[src/rtl/lcd_settings.svh]
`ifndef LCD_SETTINGS_SVH
`define LCD_SETTINGS_SVH

// ~~~~~~~~~~~~~~~~~~~~~~~~~~~~~~~~~~~~~~~~~~~~~~~~~~~~~~~~~~~~~~~~~~~~~~~~~~~~
// command queue and serial timing

// must stay a power of two
`define LCD_FIFO_DEPTH 4

// serial clock half period in clk cycles
`define LCD_SCK_HALF 2

// ~~~~~~~~~~~~~~~~~~~~~~~~~~~~~~~~~~~~~~~~~~~~~~~~~~~~~~~~~~~~~~~~~~~~~~~~~~~~
// register map, word index taken from address bits 31:2
`define LCD_REG_STATUS 0
`define LCD_REG_CMD    1
`define LCD_REG_DATA   2

`endif

[src/rtl/lcd_pkg.sv]
package lcd_pkg;

  typedef logic [31:0] wb_adr_t;
  typedef logic [31:0] wb_dat_t;
  typedef logic [15:0] lcd_word_t;

  // ~~~~~~~~~~~~~~~~~~~~~~~~~~~~~~~~~~~~~~~~~~~~~~~~~~~~~~~~~~~~~~~~~~~~~~~~~~
  // wishbone request and response
  typedef struct packed {
    logic    cyc;
    logic    stb;
    logic    we;
    wb_adr_t adr;
    wb_dat_t dat;
  } bus_req_t;

  typedef struct packed {
    logic    ack;
    wb_dat_t dat;
  } bus_rsp_t;

  // one queued panel word, is_cmd selects the level of the dc line
  typedef struct packed {
    logic      is_cmd;
    lcd_word_t word;
  } lcd_entry_t;

  // ~~~~~~~~~~~~~~~~~~~~~~~~~~~~~~~~~~~~~~~~~~~~~~~~~~~~~~~~~~~~~~~~~~~~~~~~~~
  typedef enum logic [1:0] {
    TX_IDLE,
    TX_REQ,
    TX_SHIFT,
    TX_END
  } tx_state_t;

endpackage

[src/rtl/lcd_cmd_fifo.sv]
`timescale 1ns/10ps
`include "lcd_settings.svh"

module lcd_cmd_fifo (
  input  logic                clk,
  input  logic                arst_n_i,
  input  logic                push_i,
  input  lcd_pkg::lcd_entry_t push_entry_i,
  input  logic                pop_i,
  output lcd_pkg::lcd_entry_t head_o,
  output logic                empty_o,
  output logic                full_o
);
  import lcd_pkg::*;

  localparam int AW = $clog2(`LCD_FIFO_DEPTH);

  lcd_entry_t  mem [`LCD_FIFO_DEPTH];
  logic [AW:0] wr_ptr;
  logic [AW:0] rd_ptr;
  logic        do_push;
  logic        do_pop;

  assign do_push = push_i & ~full_o;
  assign do_pop  = pop_i & ~empty_o;

  always_ff @(posedge clk)
  begin
    if (do_push)
    begin
      mem[wr_ptr[AW-1:0]] <= push_entry_i;
    end
  end

  always_ff @(posedge clk or negedge arst_n_i)
  begin
    if (!arst_n_i)
    begin
      wr_ptr <= '0;
      rd_ptr <= '0;
    end
    else
    begin
      wr_ptr <= wr_ptr + (AW+1)'(do_push);
      rd_ptr <= rd_ptr + (AW+1)'(do_pop);
    end
  end

  // the extra pointer bit flips on every wrap, so equal addresses with
  // different wrap bits mean the buffer is full
  assign empty_o = (wr_ptr == rd_ptr);
  assign full_o  = (wr_ptr[AW] != rd_ptr[AW]) && (wr_ptr[AW-1:0] == rd_ptr[AW-1:0]);
  assign head_o  = mem[rd_ptr[AW-1:0]];

endmodule

[src/rtl/lcd_sck_gen.sv]
`timescale 1ns/10ps
`include "lcd_settings.svh"

module lcd_sck_gen (
  input  logic clk,
  input  logic arst_n_i,
  output logic sck_o,
  output logic rise_o,
  output logic fall_o
);

  localparam int CW = $clog2(`LCD_SCK_HALF + 1);

  logic [CW-1:0] cnt;
  logic          toggle;

  assign toggle = (cnt == CW'(`LCD_SCK_HALF - 1));

  always_ff @(posedge clk or negedge arst_n_i)
  begin
    if (!arst_n_i)
    begin
      cnt   <= '0;
      sck_o <= 1'b0;
    end
    else if (toggle)
    begin
      cnt   <= '0;
      sck_o <= ~sck_o;
    end
    else
    begin
      cnt <= cnt + 1'b1;
    end
  end

  // strobes sit in the cycle whose closing edge flips the level
  assign rise_o = toggle & ~sck_o;
  assign fall_o = toggle & sck_o;

endmodule

[src/rtl/lcd_spi_top.sv]
`timescale 1ns/10ps

module lcd_spi_top (
  input  logic              clk,
  input  logic              arst_n_i,
  input  lcd_pkg::bus_req_t bus_i,
  output lcd_pkg::bus_rsp_t bus_o,
  output logic              spi_req_o,
  input  logic              spi_ack_i,
  output logic              spi_done_o,
  output logic              cs_o,
  output logic              dc_o,
  output logic              sck_o,
  output logic              sdo_o
);
  import lcd_pkg::*;

  lcd_entry_t push_entry;
  lcd_entry_t head;
  logic       push;
  logic       fifo_full;
  logic       fifo_empty;
  logic       busy;
  logic       sck_lvl;
  logic       sck_rise;
  logic       sck_fall;

  lcd_wb_regs regs (
    .clk          (clk),
    .arst_n_i     (arst_n_i),
    .bus_i        (bus_i),
    .bus_o        (bus_o),
    .fifo_full_i  (fifo_full),
    .busy_i       (busy),
    .push_o       (push),
    .push_entry_o (push_entry)
  );

  // the done strobe of the transmitter pops the head entry
  lcd_cmd_fifo fifo (
    .clk          (clk),
    .arst_n_i     (arst_n_i),
    .push_i       (push),
    .push_entry_i (push_entry),
    .pop_i        (spi_done_o),
    .head_o       (head),
    .empty_o      (fifo_empty),
    .full_o       (fifo_full)
  );

  lcd_sck_gen sck (
    .clk      (clk),
    .arst_n_i (arst_n_i),
    .sck_o    (sck_lvl),
    .rise_o   (sck_rise),
    .fall_o   (sck_fall)
  );

  lcd_spi_tx tx (
    .clk        (clk),
    .arst_n_i   (arst_n_i),
    .sck_i      (sck_lvl),
    .rise_i     (sck_rise),
    .fall_i     (sck_fall),
    .empty_i    (fifo_empty),
    .head_i     (head),
    .spi_req_o  (spi_req_o),
    .spi_ack_i  (spi_ack_i),
    .spi_done_o (spi_done_o),
    .busy_o     (busy),
    .cs_o       (cs_o),
    .dc_o       (dc_o),
    .sck_o      (sck_o),
    .sdo_o      (sdo_o)
  );

endmodule

[src/rtl/lcd_spi_tx.sv]
`timescale 1ns/10ps

module lcd_spi_tx (
  input  logic                clk,
  input  logic                arst_n_i,
  input  logic                sck_i,
  input  logic                rise_i,
  input  logic                fall_i,
  input  logic                empty_i,
  input  lcd_pkg::lcd_entry_t head_i,
  output logic                spi_req_o,
  input  logic                spi_ack_i,
  output logic                spi_done_o,
  output logic                busy_o,
  output logic                cs_o,
  output logic                dc_o,
  output logic                sck_o,
  output logic                sdo_o
);
  import lcd_pkg::*;

  tx_state_t state;
  lcd_word_t shreg;
  logic [4:0] bit_cnt;
  logic       load;
  logic       shift;
  logic       last;

  // ~~~~~~~~~~~~~~~~~~~~~~~~~~~~~~~~~~~~~~~~~~~~~~~~~~~~~~~~~~~~~~~~~~~~~~~~~~
  // every bit event is aligned to the falling edge strobe
  assign load  = (state == TX_REQ) & spi_ack_i & fall_i;
  assign shift = (state == TX_SHIFT) & fall_i & (bit_cnt != 5'd16);
  assign last  = (state == TX_SHIFT) & fall_i & (bit_cnt == 5'd16);

  always_ff @(posedge clk)
  begin
    if (load)
    begin
      shreg <= head_i.word;
    end
    else if (shift)
    begin
      shreg <= {shreg[14:0], 1'b0};
    end
  end

  always_ff @(posedge clk or negedge arst_n_i)
  begin
    if (!arst_n_i)
    begin
      state      <= TX_IDLE;
      spi_req_o  <= 1'b0;
      spi_done_o <= 1'b0;
      cs_o       <= 1'b1;
      dc_o       <= 1'b0;
      sdo_o      <= 1'b0;
      bit_cnt    <= '0;
    end
    else
    begin
      case (state)
        TX_IDLE:
        begin
          if (!empty_i)
          begin
            state     <= TX_REQ;
            spi_req_o <= 1'b1;
          end
        end
        TX_REQ:
        begin
          if (load)
          begin
            state   <= TX_SHIFT;
            cs_o    <= 1'b0;
            dc_o    <= ~head_i.is_cmd;
            sdo_o   <= head_i.word[15];
            bit_cnt <= '0;
          end
        end
        TX_SHIFT:
        begin
          if (rise_i)
          begin
            bit_cnt <= bit_cnt + 1'b1;
          end
          if (shift)
          begin
            sdo_o <= shreg[14];
          end
          // done doubles as the FIFO pop and falls again in TX_END
          if (last)
          begin
            state      <= TX_END;
            cs_o       <= 1'b1;
            sdo_o      <= 1'b0;
            spi_done_o <= 1'b1;
            spi_req_o  <= 1'b0;
          end
        end
        default:
        begin
          state      <= TX_IDLE;
          spi_done_o <= 1'b0;
        end
      endcase
    end
  end

  assign sck_o  = sck_i & ~cs_o;
  assign busy_o = (state != TX_IDLE) | ~empty_i;

endmodule

[src/rtl/lcd_wb_regs.sv]
`timescale 1ns/10ps
`include "lcd_settings.svh"

module lcd_wb_regs (
  input  logic                clk,
  input  logic                arst_n_i,
  input  lcd_pkg::bus_req_t   bus_i,
  output lcd_pkg::bus_rsp_t   bus_o,
  input  logic                fifo_full_i,
  input  logic                busy_i,
  output logic                push_o,
  output lcd_pkg::lcd_entry_t push_entry_o
);
  import lcd_pkg::*;

  logic [29:0] word_idx;
  logic        req_ok;
  logic        hit_fifo;
  logic        stall;
  logic        ack_q;
  wb_dat_t     rdat_q;

  assign word_idx = bus_i.adr[31:2];

  // a request already acked this cycle is not taken a second time
  assign req_ok   = bus_i.cyc & bus_i.stb & ~ack_q;
  assign hit_fifo = (word_idx == `LCD_REG_CMD) | (word_idx == `LCD_REG_DATA);
  assign stall    = bus_i.we & hit_fifo & fifo_full_i;
  assign push_o   = req_ok & bus_i.we & hit_fifo & ~fifo_full_i;

  always_comb
  begin
    push_entry_o.is_cmd = (word_idx == `LCD_REG_CMD);
    push_entry_o.word   = bus_i.dat[15:0];
  end

  // ~~~~~~~~~~~~~~~~~~~~~~~~~~~~~~~~~~~~~~~~~~~~~~~~~~~~~~~~~~~~~~~~~~~~~~~~~~
  // response path, a stalled write keeps ack low until the FIFO has room
  always_ff @(posedge clk or negedge arst_n_i)
  begin
    if (!arst_n_i)
    begin
      ack_q <= 1'b0;
    end
    else
    begin
      ack_q <= req_ok & ~stall;
    end
  end

  always_ff @(posedge clk)
  begin
    if (req_ok & ~bus_i.we & (word_idx == `LCD_REG_STATUS))
    begin
      rdat_q <= wb_dat_t'({busy_i, fifo_full_i});
    end
    else
    begin
      rdat_q <= '0;
    end
  end

  assign bus_o.ack = ack_q;
  assign bus_o.dat = rdat_q;

endmodule

[config.mk]
export PLATFORM = sky130hd
export DESIGN_NAME = lcd_spi_top
export DESIGN_NICKNAME = d
export VERILOG_FILES = /design/src/rtl/lcd_pkg.sv /design/src/rtl/lcd_cmd_fifo.sv /design/src/rtl/lcd_sck_gen.sv /design/src/rtl/lcd_spi_top.sv /design/src/rtl/lcd_spi_tx.sv /design/src/rtl/lcd_wb_regs.sv
export VERILOG_INCLUDE_DIRS = /design/src /design/src/rtl
export SDC_FILE = /design/constraint.sdc
export NUM_CORES = 1
export LEC_CHECK = 0
export ABC_AREA = 1
export BUFFER_PORTS_ARGS = -buffer_cell sky130_fd_sc_hd__clkbuf_2
export CORE_UTILIZATION = 40
export CTS_CLUSTER_SIZE = 10
export DETAILED_ROUTE_END_ITERATION = 8
export GPL_TIMING_DRIVEN = 0
export SKIP_LAST_GASP = 1
export SYNTH_ARGS = -nofsm -noshare
export SYNTH_HDL_FRONTEND = slang
export SYNTH_HIERARCHICAL = 1
export SYNTH_SLANG_ARGS = --single-unit
export TNS_END_PERCENT = 5
[constraint.sdc]
create_clock -name clk -period 3.1 [get_ports clk]
set_input_delay 0.62 -clock clk [delete_from_list [all_inputs] [get_ports clk]]
set_output_delay 0.62 -clock clk [all_outputs]
set_load 0.005 [all_outputs]
==> flow_summary_export.csv <==
group,metric,value,unit
synth,synth_most_common_cell,"sky130_fd_sc_hd__edfxtp_1",
clocking,cts_setup_buffers,0,
final_layout,syn_to_layout_area_delta,18.4,%
timing,worst_setup_slack_final,0.694,ns
pwr,power.net_switching,557,µW
clocking,cts.repair.resized,0,
placement,pre_cts_ws,0.455,ns
floorplanning,fp.dieArea,13100,µm²
timing,hold_violations,0,
final_layout,post_route_cells_drive_above_1_share,27.8,%
critical_path,cp_data_arrival_time,2.46,ns
floorplanning,die_boundary_height,114,µm
synth,netlist.area_leader.share,49.3,%
detailed_routing,route.detailed.drc,0,
critical_path,critical_path_rt,3.16,ns
clocking,cts_made_buffers,9,
detailed_routing,post_drt_via_cell_ratio,4.60,
synth,ys_dominant_reg_cell,"sky130_fd_sc_hd__edfxtp_1",
global_route,grt_pass1_vias,3156,
timing,layout_worst_path_cycle_share,77.6,%
timing,clock_skew,0.00981,ns
pwr,seq_power_share,53.7,%
global_route,largest_net_degree_at_the_start_of_global_routing,23,
critical_path,cp_max_fo,10,
detailed_routing,drt_pre_antenna_iters,4,
synth,synth.yosys.seq_area_share,61.0,%
clocking,clk_latency,0.34,ns
min_path,hold_path.class,"in2async",
critical_path,worst_setup_path_end_kind,"flip-flop",
timing,maxClockFrequency,416,MHz
final_layout,multiInputGateArea,1470,µm²
floorplanning,std_cell_rows,40,
clocking,cts_tree,"done",
synth,cell_accounting_for_the_most_synthesized_area,"sky130_fd_sc_hd__edfxtp_1",
synth,synth_commonest_cells,"83 x sky130_fd_sc_hd__edfxtp_1, 67 x sky130_fd_sc_hd__nor2_1, 56 x sky130_fd_sc_hd__nand2_1",
timing,timing.final.setup_violations,0,
detailed_routing,first_iter_violations,127,
detailed_routing,totalWireLength,9480,µm
global_route,grt.total_usage,16.0,%
synth,number_of_flops_mapped_to_enable_cells_by_yosys,83,
final_layout,register_area,3080,µm²
synth,synth_seq_cells,107,
critical_path,start_kind,"flip-flop",
pwr,ir_drop,0.000331,V
synth,synth_area,5050,µm²
pwr,clk_network_pwr_share,42.3,%
final_layout,fill_cells,1097,
timing,min_period,2.41,ns
pwr,combPwrFrac,4.0,%
timing,grt_setup_unrepaired,"no",
floorplanning,ios,109,
global_route,grt_first_pass_wirelength,15600,µm
global_route,grt_antenna_before_repair,0,
timing,tightest_slew,0.655,ns
synth,synthesis.yosys.warnings,6,
pwr,cell_internal_power_dissipation,2.33,mW
detailed_routing,ant_nets,0,
clocking,clock_sink_count,107,
synth,asyncSetResetFlopFracSynth,20.6,%
final_layout,antennaDiodeCount,0,
global_route,residual_overflow_from_global_routing,0,
flow_run,timing.max_cap.violations,0,
pwr,power.density,483,nW/µm²
synth,synthDistinctLibCells,33,
clocking,max-clock-path-buffers,2,
outcome,status,"finished clean",
timing,slew_violations,0,
floorplanning,core,12200,µm²
floorplanning,chipWidth,114,µm
placement,gp_congestion,0.772,
placement,post-dp-hpwl,6650,µm
clocking,root_buffer,"sky130_fd_sc_hd__clkbuf_16",
pwr,p_total,2.89,mW
placement,port_buffers,44,
detailed_routing,vias,3283,
clocking,htree_num_levels,3,
timing,max_transition_margin,56.2,%
clocking,worst_setup_hold_path_clk_slew,0.07,ns
detailed_routing,drt-wirelength-per-cell,13.3,µm
floorplanning,start_util,41.5,%
synth,synthTopCellsByArea,"sky130_fd_sc_hd__edfxtp_1 49%, sky130_fd_sc_hd__dfrtp_1 10%, sky130_fd_sc_hd__buf_4 7.6%",
critical_path,critPathKind,"reg2reg",
clocking,hold_buffers,0,
pwr,switching_share,19.3,%
final_layout,nNetsFinal,621,
pwr,p_leak,2.57,nW
synth,postSynthCellCount,453,
synth,postSynthAreaPerCell,11.2,µm²
==> sequential cells by signal, summed over array words and instances (netlist names), 2 cells and up <==
register,cells
fifo/wr_ptr,3
tx/shreg,15
tx/state,2
fifo/rd_ptr,3
sck/cnt,2
tx/bit_cnt,5
fifo/mem,68
regs/rdat_q,2
==> layout by cell type (no fill, tap or decap), types with 4 or more instances in the layout <==
cell type,synthesis,routed
sky130_fd_sc_hd__a21oi_1,4,4
sky130_fd_sc_hd__buf_2,4,4
sky130_fd_sc_hd__buf_4,51,51
sky130_fd_sc_hd__buf_6,5,6
sky130_fd_sc_hd__clkbuf_16,0,9
sky130_fd_sc_hd__clkbuf_2,0,44
sky130_fd_sc_hd__conb_1,1,30
sky130_fd_sc_hd__dfrtp_1,21,21
sky130_fd_sc_hd__edfxtp_1,83,83
sky130_fd_sc_hd__ha_1,10,10
sky130_fd_sc_hd__inv_1,37,37
sky130_fd_sc_hd__mux2_2,8,8
sky130_fd_sc_hd__mux2_4,6,6
sky130_fd_sc_hd__nand2_1,56,56
sky130_fd_sc_hd__nand2_2,6,6
sky130_fd_sc_hd__nand3_1,9,9
sky130_fd_sc_hd__nand4_1,6,6
sky130_fd_sc_hd__nor2_1,67,63
sky130_fd_sc_hd__nor2_2,0,4
sky130_fd_sc_hd__o21ai_0,35,35
sky130_fd_sc_hd__o21ai_1,7,7
sky130_fd_sc_hd__o22ai_1,17,17
==> final timing paths <==
kind,startpoint,end,slack [ns],cells after the start
hold reg to reg,sck/cnt[0]$_DFF_PN0_,sck/cnt[0]$_DFF_PN0_,0.47,1
setup reg to reg,fifo/rd_ptr[1]$_DFF_PN0_,fifo/mem[1][13]$_DFFE_PP_,0.69,12
hold / removal,arst_n_i,sck/cnt[1]$_DFF_PN0_,0.26,1
max in group asynchronous,arst_n_i,fifo/rd_ptr[2]$_DFF_PN0_,2.46,1
min in group clk,sck/cnt[0]$_DFF_PN0_,sck/cnt[0]$_DFF_PN0_,0.47,1
setup / recovery,fifo/rd_ptr[1]$_DFF_PN0_,fifo/mem[1][13]$_DFFE_PP_,0.69,12
==> through the flow <==
stage          util [%]  setup TNS (ns)  instances  hold slack, ns  cell area [µm²]
4_1_cts            49.2               0        714           0.274             5980
2_1_floorplan         -               0        482           0.324             5160
3_3_place_gp       46.0          -15.52        694           0.459             5590
6_report           49.2               0        714           0.262             5980
5_1_grt            49.2               0        714           0.309             5980
3_5_place_dp       46.5               0        698           0.463             5660
==> layer usage <==
| layer | vias to the layer above | routed length [µm] | track usage (%) |
|---|---|---|---|
| li1 | 1632 | - | - |
| met2 | 86 | 4740 | 27.1 |
| met5 | - | 0 | 0 |
| met1 | 1559 | 4170 | 19.5 |
| met4 | 0 | 97 | 6.49 |
| met3 | 6 | 469 | 4.13 |
==> power groups by stage <==
stage               Combinational, mW  Clock [mW]  Sequential (mW)
global placement                0.113           0             1.58
global route                    0.134        1.31             1.55
CTS                             0.116        1.26             1.55
detailed placement              0.116           0             1.58
finish                          0.116        1.22             1.55
floorplan                      0.0738           0             1.58
==> logic make-up after synthesis <==
group	synth area share [%]
AOI/OAI and AO/OA	7.11
xor gates and xnor gates	0.842
adders and majority gates	2.48
buffers and inverters	12.1
DFF	61.0
muxes	3.57
other	0.0742
and+or+nand+nor	12.8
==> worst max-delay path: stages (launching register included) <==
cell and delay, ns:
sky130_fd_sc_hd__dfrtp_1 0.38, sky130_fd_sc_hd__buf_6 0.16, sky130_fd_sc_hd__clkinv_4 0.10, sky130_fd_sc_hd__nand2_2 0.07, sky130_fd_sc_hd__nand2_2 0.06, sky130_fd_sc_hd__nand3_2 0.08, sky130_fd_sc_hd__inv_1 0.04, sky130_fd_sc_hd__inv_1 0.05
sky130_fd_sc_hd__nand2_1 0.07, sky130_fd_sc_hd__nor3_1 0.24, sky130_fd_sc_hd__nand2_2 0.15, sky130_fd_sc_hd__nor2_2 0.48, sky130_fd_sc_hd__buf_6 0.24
==> cell type report <==
| cell class | instances | share of cell area [%] |
|---|---|---|
| Buffer | 60 | 7.68 |
| Sequential cell | 107 | 51.6 |
| Multi-Input combinational cell | 276 | 24.6 |
| Clock inverter | 6 | 1.59 |
| Inverter | 39 | 2.57 |
| Tap cell | 168 | 3.51 |
| Timing Repair Buffer | 48 | 4.62 |
| Clock buffer | 10 | 3.83 |
Power figures use the tool's default switching activity.
